==> config.mk <==
export PLATFORM = sky130hd
export DESIGN_NAME = index_gen_top
export DESIGN_NICKNAME = d
export VERILOG_FILES = /design/src/source/index_gen_pkg.sv /design/src/source/index_gen_fsm.sv /design/src/source/index_counter.sv /design/src/source/request_builder.sv /design/src/source/request_fifo.sv /design/src/source/index_gen_top.sv
export SDC_FILE = /design/constraint.sdc
export NUM_CORES = 1
export LEC_CHECK = 0
export BUFFER_PORTS_ARGS = -buffer_cell sky130_fd_sc_hd__buf_2
export CAP_MARGIN = 25
export CORE_UTILIZATION = 50
export CTS_CLUSTER_DIAMETER = 100
export DETAILED_ROUTE_END_ITERATION = 10
export GPL_ROUTABILITY_DRIVEN = 0
export HOLD_SLACK_MARGIN = 0.02
export PLACE_DENSITY = 0.69
export SLEW_MARGIN = 40
export SYNTH_ARGS = -nofsm -noshare
export SYNTH_HDL_FRONTEND = slang
export SYNTH_SLANG_ARGS = --single-unit
==> constraint.sdc <==
create_clock -name ap_clk -period 5.6 [get_ports ap_clk]
set_clock_uncertainty 0.1 [all_clocks]
set_input_delay 0.28 -clock ap_clk [delete_from_list [all_inputs] [get_ports ap_clk]]
set_output_delay 0.28 -clock ap_clk [all_outputs]
set_load 0.01 [all_outputs]
==> src/source/index_gen_pkg.sv <==
// --------------------------------------------------
// Shared widths and types for the index generator
// Generator state enum
// Configuration word and memory request structs
// --------------------------------------------------

`default_nettype none

package index_gen_pkg;

    // --------------------------------------------------
    // Widths
    // --------------------------------------------------
    parameter int ADDR_W  = 32;
    parameter int INDEX_W = 32;
    parameter int SHIFT_W = 5;

    // --------------------------------------------------
    // Generator states
    // --------------------------------------------------
    typedef enum logic [2:0] {
        RESET          = 3'd0,
        IDLE           = 3'd1,
        REQUEST_CONFIG = 3'd2,
        WAIT_CONFIG    = 3'd3,
        BUSY           = 3'd4,
        PAUSE          = 3'd5,
        DRAIN          = 3'd6,
        DONE           = 3'd7
    } gen_state_t;

    // --------------------------------------------------
    // Configuration word
    // --------------------------------------------------
    typedef struct packed {
        logic               valid;
        logic [ADDR_W-1:0]  array_pointer;
        logic [INDEX_W-1:0] index_start;
        logic [INDEX_W-1:0] index_end;
        logic [INDEX_W-1:0] stride;
        // Set shifts the index left, clear shifts it right
        logic               shift_left;
        logic [SHIFT_W-1:0] shift_amount;
    } gen_config_t;

    // --------------------------------------------------
    // Memory requests
    // --------------------------------------------------
    // What one FIFO entry holds
    typedef struct packed {
        logic [ADDR_W-1:0]  address;
        logic [INDEX_W-1:0] index;
    } request_payload_t;

    typedef struct packed {
        logic             valid;
        request_payload_t payload;
    } mem_request_t;

endpackage : index_gen_pkg

`default_nettype wire

==> src/source/index_gen_fsm.sv <==
// --------------------------------------------------
// Job state machine of the index generator
// Sequences config request, generation, pause on
// FIFO pressure, drain and completion
// --------------------------------------------------

`timescale 1ns/1ps
`default_nettype none

module index_gen_fsm import index_gen_pkg::*; (
    input  wire logic ap_clk,
    input  wire logic areset_generator,
    input  wire logic start,
    input  wire logic config_valid,
    input  wire logic at_end,
    input  wire logic almost_full,
    input  wire logic empty,
    output logic      config_request,
    output logic      load,
    output logic      advance,
    output logic      done
);

    // --------------------------------------------------
    // State register
    // --------------------------------------------------
    gen_state_t current_state;
    gen_state_t next_state;

    always_ff @(posedge ap_clk) begin
        if (areset_generator) begin
            current_state <= IDLE;
        end else begin
            current_state <= next_state;
        end
    end

    // --------------------------------------------------
    // Next state
    // --------------------------------------------------
    always_comb begin
        next_state = current_state;
        case (current_state)
            RESET: begin
                next_state = IDLE;
            end
            IDLE: begin
                if (start) begin
                    next_state = REQUEST_CONFIG;
                end
            end
            // Config request is a single-cycle pulse
            REQUEST_CONFIG: begin
                next_state = WAIT_CONFIG;
            end
            WAIT_CONFIG: begin
                if (config_valid) begin
                    next_state = BUSY;
                end
            end
            BUSY: begin
                // End of range wins over FIFO pressure
                if (at_end) begin
                    next_state = DRAIN;
                end else if (almost_full) begin
                    next_state = PAUSE;
                end
            end
            PAUSE: begin
                if (!almost_full) begin
                    next_state = BUSY;
                end
            end
            // Wait until the consumer has taken every request
            DRAIN: begin
                if (empty) begin
                    next_state = DONE;
                end
            end
            DONE: begin
                if (start) begin
                    next_state = REQUEST_CONFIG;
                end
            end
            default: begin
                next_state = IDLE;
            end
        endcase
    end

    // --------------------------------------------------
    // Control decode
    // --------------------------------------------------
    always_comb begin
        config_request = (current_state == REQUEST_CONFIG);
        load           = (current_state == WAIT_CONFIG) && config_valid;
        advance        = (current_state == BUSY) && !at_end && !almost_full;
        done           = (current_state == DONE);
    end

endmodule : index_gen_fsm

`default_nettype wire

==> src/source/index_counter.sv <==
// --------------------------------------------------
// Strided index counter
// Loads the start index, steps by the stride and
// flags the end of the range
// --------------------------------------------------

`timescale 1ns/1ps
`default_nettype none

module index_counter import index_gen_pkg::*; (
    input  wire logic               ap_clk,
    input  wire logic               areset_generator,
    input  wire logic               load,
    input  wire logic               advance,
    input  wire logic [INDEX_W-1:0] start_index,
    input  wire logic [INDEX_W-1:0] end_index,
    input  wire logic [INDEX_W-1:0] stride,
    output logic      [INDEX_W-1:0] count,
    output logic                    at_end
);

    // Range limits held for the whole job
    logic [INDEX_W-1:0] end_reg;
    logic [INDEX_W-1:0] stride_reg;

    always_ff @(posedge ap_clk) begin
        if (areset_generator) begin
            count <= '0;
        end else if (load) begin
            count <= start_index;
        end else if (advance) begin
            count <= count + stride_reg;
        end
    end

    always_ff @(posedge ap_clk) begin
        if (load) begin
            end_reg    <= end_index;
            stride_reg <= stride;
        end
    end

    // Reached or passed the end, also covers start >= end
    assign at_end = (count >= end_reg);

endmodule : index_counter

`default_nettype wire

==> src/source/request_builder.sv <==
// --------------------------------------------------
// Request builder
// Latches pointer and shift settings, then forms
// one registered address/index request per advance
// --------------------------------------------------

`timescale 1ns/1ps
`default_nettype none

module request_builder import index_gen_pkg::*; (
    input  wire logic               ap_clk,
    input  wire logic               areset_generator,
    input  wire logic               load,
    input  wire logic               advance,
    input  wire gen_config_t        config_in,
    input  wire logic [INDEX_W-1:0] count,
    output mem_request_t            push_request
);

    // --------------------------------------------------
    // Job settings
    // --------------------------------------------------
    logic [ADDR_W-1:0]  array_pointer;
    logic               shift_left;
    logic [SHIFT_W-1:0] shift_amount;

    always_ff @(posedge ap_clk) begin
        if (load) begin
            array_pointer <= config_in.array_pointer;
            shift_left    <= config_in.shift_left;
            shift_amount  <= config_in.shift_amount;
        end
    end

    // --------------------------------------------------
    // Address forming
    // --------------------------------------------------
    logic [INDEX_W-1:0] offset;
    request_payload_t   payload_comb;

    always_comb begin
        if (shift_left) begin
            offset = count << shift_amount;
        end else begin
            offset = count >> shift_amount;
        end
        payload_comb.address = array_pointer + ADDR_W'(offset);
        payload_comb.index   = count;
    end

    // --------------------------------------------------
    // Output register, one cycle after advance
    // --------------------------------------------------
    always_ff @(posedge ap_clk) begin
        if (areset_generator) begin
            push_request.valid <= 1'b0;
        end else begin
            push_request.valid <= advance;
        end
    end

    always_ff @(posedge ap_clk) begin
        push_request.payload <= payload_comb;
    end

endmodule : request_builder

`default_nettype wire

==> src/source/request_fifo.sv <==
// --------------------------------------------------
// Synchronous request FIFO
// Circular buffer with occupancy count, almost-full
// flag and show-ahead output
// --------------------------------------------------

`timescale 1ns/1ps
`default_nettype none

module request_fifo import index_gen_pkg::*; #(
    parameter int FIFO_DEPTH  = 16,
    parameter int PROG_THRESH = 12
) (
    input  wire logic         ap_clk,
    input  wire logic         areset_generator,
    input  wire mem_request_t push_request,
    input  wire logic         request_pop,
    output mem_request_t      request_out,
    output logic              almost_full,
    output logic              empty
);

    localparam int PTR_W = $clog2(FIFO_DEPTH);
    localparam int CNT_W = $clog2(FIFO_DEPTH + 1);

    // --------------------------------------------------
    // Storage and pointers
    // --------------------------------------------------
    request_payload_t mem [FIFO_DEPTH];

    logic [PTR_W-1:0] wr_ptr;
    logic [PTR_W-1:0] rd_ptr;
    logic [CNT_W-1:0] occupancy;
    logic             full;
    logic             wr_en;
    logic             rd_en;

    assign full  = (occupancy == CNT_W'(FIFO_DEPTH));
    assign empty = (occupancy == '0);
    assign wr_en = push_request.valid && !full;
    // Pop on an empty queue is ignored
    assign rd_en = request_pop && !empty;

    always_ff @(posedge ap_clk) begin
        if (wr_en) begin
            mem[wr_ptr] <= push_request.payload;
        end
    end

    // Depth need not be a power of two, so wrap explicitly
    always_ff @(posedge ap_clk) begin
        if (areset_generator) begin
            wr_ptr <= '0;
            rd_ptr <= '0;
        end else begin
            if (wr_en) begin
                wr_ptr <= (wr_ptr == PTR_W'(FIFO_DEPTH - 1)) ? '0 : wr_ptr + 1'b1;
            end
            if (rd_en) begin
                rd_ptr <= (rd_ptr == PTR_W'(FIFO_DEPTH - 1)) ? '0 : rd_ptr + 1'b1;
            end
        end
    end

    // --------------------------------------------------
    // Occupancy
    // --------------------------------------------------
    always_ff @(posedge ap_clk) begin
        if (areset_generator) begin
            occupancy <= '0;
        end else begin
            case ({wr_en, rd_en})
                2'b10:   occupancy <= occupancy + 1'b1;
                2'b01:   occupancy <= occupancy - 1'b1;
                default: occupancy <= occupancy;
            endcase
        end
    end

    assign almost_full = (occupancy >= CNT_W'(PROG_THRESH));

    // Show-ahead head of queue
    assign request_out.valid   = !empty;
    assign request_out.payload = mem[rd_ptr];

endmodule : request_fifo

`default_nettype wire

==> src/source/index_gen_top.sv <==
// --------------------------------------------------
// Index generator top level
// State machine, strided counter, request builder
// and request FIFO
// --------------------------------------------------

`timescale 1ns/1ps
`default_nettype none

module index_gen_top import index_gen_pkg::*; #(
    parameter int FIFO_DEPTH  = 16,
    parameter int PROG_THRESH = 12
) (
    input  wire logic        ap_clk,
    input  wire logic        areset_generator,
    input  wire logic        start,
    input  wire gen_config_t config_in,
    input  wire logic        request_pop,
    output logic             config_request,
    output mem_request_t     request_out,
    output logic             done
);

    // --------------------------------------------------
    // Internal control and data
    // --------------------------------------------------
    logic               load;
    logic               advance;
    logic               at_end;
    logic               almost_full;
    logic               empty;
    logic [INDEX_W-1:0] count;
    mem_request_t       push_request;

    index_gen_fsm index_gen_fsm_inst (
        .ap_clk          (ap_clk),
        .areset_generator(areset_generator),
        .start           (start),
        .config_valid    (config_in.valid),
        .at_end          (at_end),
        .almost_full     (almost_full),
        .empty           (empty),
        .config_request  (config_request),
        .load            (load),
        .advance         (advance),
        .done            (done)
    );

    index_counter index_counter_inst (
        .ap_clk          (ap_clk),
        .areset_generator(areset_generator),
        .load            (load),
        .advance         (advance),
        .start_index     (config_in.index_start),
        .end_index       (config_in.index_end),
        .stride          (config_in.stride),
        .count           (count),
        .at_end          (at_end)
    );

    request_builder request_builder_inst (
        .ap_clk          (ap_clk),
        .areset_generator(areset_generator),
        .load            (load),
        .advance         (advance),
        .config_in       (config_in),
        .count           (count),
        .push_request    (push_request)
    );

    request_fifo #(
        .FIFO_DEPTH (FIFO_DEPTH),
        .PROG_THRESH(PROG_THRESH)
    ) request_fifo_inst (
        .ap_clk          (ap_clk),
        .areset_generator(areset_generator),
        .push_request    (push_request),
        .request_pop     (request_pop),
        .request_out     (request_out),
        .almost_full     (almost_full),
        .empty           (empty)
    );

endmodule : index_gen_top

`default_nettype wire

==> results by group <==
Final layout
  • Most common cell after layout, fill and taps aside: edfxtp_1
  • Design Area, Final: 60600 µm²
  • Biggest register: request_fifo_inst.mem
  • Fin cells: 4784
  • Register area: 36200 µm²
  • Fillers: 7389
  • Final net count: 3557
  • Max FFs per register: 1024
  • Most frequent cells in the layout: edfxtp_1, mux4_2, buf_2
  • Layout area overhead: 16.5%
  • Largest regs: request_fifo_inst.mem (1024), request_builder_inst.push_request (65)
  • Area of the multi-input gates: 15200 µm²
  • Share of post-route cells with drive strength above 1: 25.7%

Detailed routing
  • First DRT Iteration DRCs: 3267
  • Total wire length: 128 mm
  • Post-DRT Antenna Nets: 0
  • Wire per inst: 26.8 µm
  • Via density: 6.15
  • First drt pass iteration count: 6
  • Via count: 29.4k
  • DRC violations left: 0

Floorplanning
  • Row Count: 117
  • Die width: 325 µm
  • DIE AREA: 105000 µm²
  • Core area: 102000 µm²
  • I/O pins: 206
  • Die H: 325 µm
  • Starting Density: 50.8%

Synth
  • Yosys cell types: 72
  • Register area share after synthesis: 69.5%
  • Prevailing post-synth register cell: edfxtp_1
  • Mean post-synth cell area: 17.9 µm²
  • Ys async rst share: 0%
  • Synth Instances: 2909
  • Mapped Area: 52000 µm²
  • Post-synth EDFFs: 1126
  • YS warnings: 0
  • Flops & latches, synth: 1243
  • Syn Nets: 3154

STA
  • Worst-Margin Slew: 804 ps
  • Setup_tns: 0 ps
  • Setup WS post-layout: 497 ps
  • Final hold violation count: 0
  • Slew HR: 46.4%
  • Min cycle time layout: 5100 ps
  • Worst hold slack: 91.6 ps
  • RSZ-0062 raised after global routing: false
  • Slew Viols, Final: 0
  • Crit share post-route: 91.1%
  • Fmax: 196 MHz
  • Final setup fails: 0

Worst setup path
  • Crit Path Class: reg2reg
  • CP max FO: 18
  • Worst Setup End Kind: flip-flop
  • Critical Path RT: 6100 ps
  • Slowest cell delay on critical path: 800 ps
  • Slowest CP cell: edfxtp_1
  • Critical Path, Cell by Cell: buf_4 > mux4_2 > mux2i_1 > o22a_1 > nor2_1 > nand2_1 > o21ai_0 > ha_1 > nand4_1 > nor4_1 > o31ai_1 > o31ai_2 > a21oi_1 > o21ai_1 > nand4_1 > o21ai_1 > xnor2_1
  • Startpoint Class: flip-flop
  • Arrival @ worst endpoint: 5610 ps

Place
  • HPWL Detailed: 77.7 mm
  • Pre-CTS WS: 701 ps
  • Inst Count DP: 4425
  • DP Area: 55300 µm²
  • I/O Buffers: 205

Clocking
  • CTS tree: yes
  • Worst-Skew Late Latency: 700 ps
  • Total clock sinks: 1243
  • Post-cts resize count: 0
  • Max H-tree Level: 3
  • CTS buffer count: 117
  • Root buf cell: clkbuf_16
  • Clk slew on worst S/H paths: 60 ps
  • Clk buf depth: 3

Power
  • Worst IR Drop VDD: 0.245 mV
  • Leak: 20.3 nW
  • Pwr dens: 328 nW/µm²

Global route
  • Initial antenna violation count: 4
  • Vias in the first global route: 30.0k
  • First-pass GRT wire length: 190 mm
  • Largest net degree at the start of global routing: 89
  • Gr usage total: 24.2%
  • Total gr overflow: 0

Run
  • Number of max-cap violations: 0

Worst hold path
  • Min-delay worst type: in2reg

Run status
  • Run status: complete, no violations
[metal layers]
metal  wire length, µm  global-route usage (%)  vias to the layer above
met5                15                       0                        -
met4              3460                    7.69                        2
met3              9840                    3.21                      206
met2             63400                    40.1                     1417
met1             51500                    33.4                    15200
li1                  -                       -                    12600
[worst max-delay path, delay by kind of cell (launching register included)]
family	cells	cell delay [ps]
fa+ha+maj	1	450
xor+xnor	1	150
simple gates	5	860
flops	1	800
mux	2	790
buf+inv	1	370
compound gates	7	1460
[cells in the mapped netlist, types with 4 or more instances]
cell type | n | share of area [%]
a211oi_1 | 34 | 0.49
a21o_1 | 25 | 0.36
or3_1 | 6 | 0.072
a21oi_1 | 133 | 1.3
o21a_1 | 9 | 0.13
nor2_1 | 149 | 1.1
ha_1 | 103 | 2.5
or2_2 | 6 | 0.072
mux2_2 | 28 | 0.61
o21bai_1 | 8 | 0.12
buf_2 | 22 | 0.21
nand2_1 | 135 | 0.97
nor3_1 | 25 | 0.24
nand4_1 | 11 | 0.13
o2bb2ai_1 | 4 | 0.067
a311oi_1 | 13 | 0.22
nor2b_1 | 14 | 0.17
buf_1 | 39 | 0.28
and2_1 | 4 | 0.048
nand2b_1 | 31 | 0.37
o31ai_1 | 4 | 0.058
dfxtp_1 | 117 | 4.5
and3_1 | 7 | 0.084
mux2i_1 | 69 | 1.3
nand3_1 | 23 | 0.22
o21ai_1 | 4 | 0.038
o22ai_1 | 14 | 0.17
xnor2_1 | 35 | 0.59
clkbuf_1 | 83 | 0.60
a2111oi_0 | 4 | 0.067
o211ai_1 | 15 | 0.22
edfxtp_1 | 1126 | 65
xor2_1 | 26 | 0.44
inv_1 | 67 | 0.48
a31oi_1 | 20 | 0.24
mux4_2 | 333 | 14
o21ai_0 | 97 | 0.93
[metrics by stage]
step                utilization (%)  power, W
CTS                            59.1    0.0200
global placement               53.8    0.0119
global route                   59.1    0.0205
detailed placement             54.0    0.0120
floorplan                         -    0.0115
finish                         59.1    0.0199
[what timing repair did]
action	in CTS	in global routing
hold endpoints to repair	136	0
hold buffers	135	0
setup buffers	0	0
[worst paths after layout]
kind / from / endpoint / slack, ps / cells after the start
max: request_builder_inst.shift_amount[0] / request_builder_inst.push_request[63] / 500 / 17
min: config_in[134] / index_gen_fsm_inst.current_state[1] / 90 / 4
min reg2reg: index_counter_inst.count[19] / request_builder_inst.push_request[19] / 410 / 0
max reg2reg: request_builder_inst.shift_amount[0] / request_builder_inst.push_request[63] / 500 / 17
[cell families (layout without fill, tap and decap cells)]
group                    Yosys count  after routing  share of synthesized area [%]
AO/OA/AOI/OAI                    424            424                           5.15
XOR/XNOR                          61             61                           1.03
adder cells (fa/ha/maj)          106            106                           2.59
buffers and inverters            214            720                           1.62
flip-flops                      1243           1243                           69.5
multiplexers                     430            430                           16.3
other                              0              1                              0
AND/OR/NAND/NOR                  431            431                           3.79
[power breakdown]
part / total, W / internal (W) / switching (W)
clock: 0.00796 / 0.00460 / 0.00336
combinational: 0.00109 / 0.000472 / 0.000617
sequential: 0.0108 / 0.0105 / 0.000374
total: 0.0199 / 0.0155 / 0.00435
[final cells by class]
type / instances / share of cell area [%]
Antenna cell: 1 / 0.00413
Multi-Input combinational cell: 1452 / 25.1
Tap cell: 1368 / 2.82
Sequential cell: 1243 / 59.7
Clock buffer: 162 / 5.41
Clock inverter: 60 / 1.01
Inverter: 68 / 0.429
Timing Repair Buffer: 430 / 5.57
Note: power is estimated with default switching activity, not from simulation.
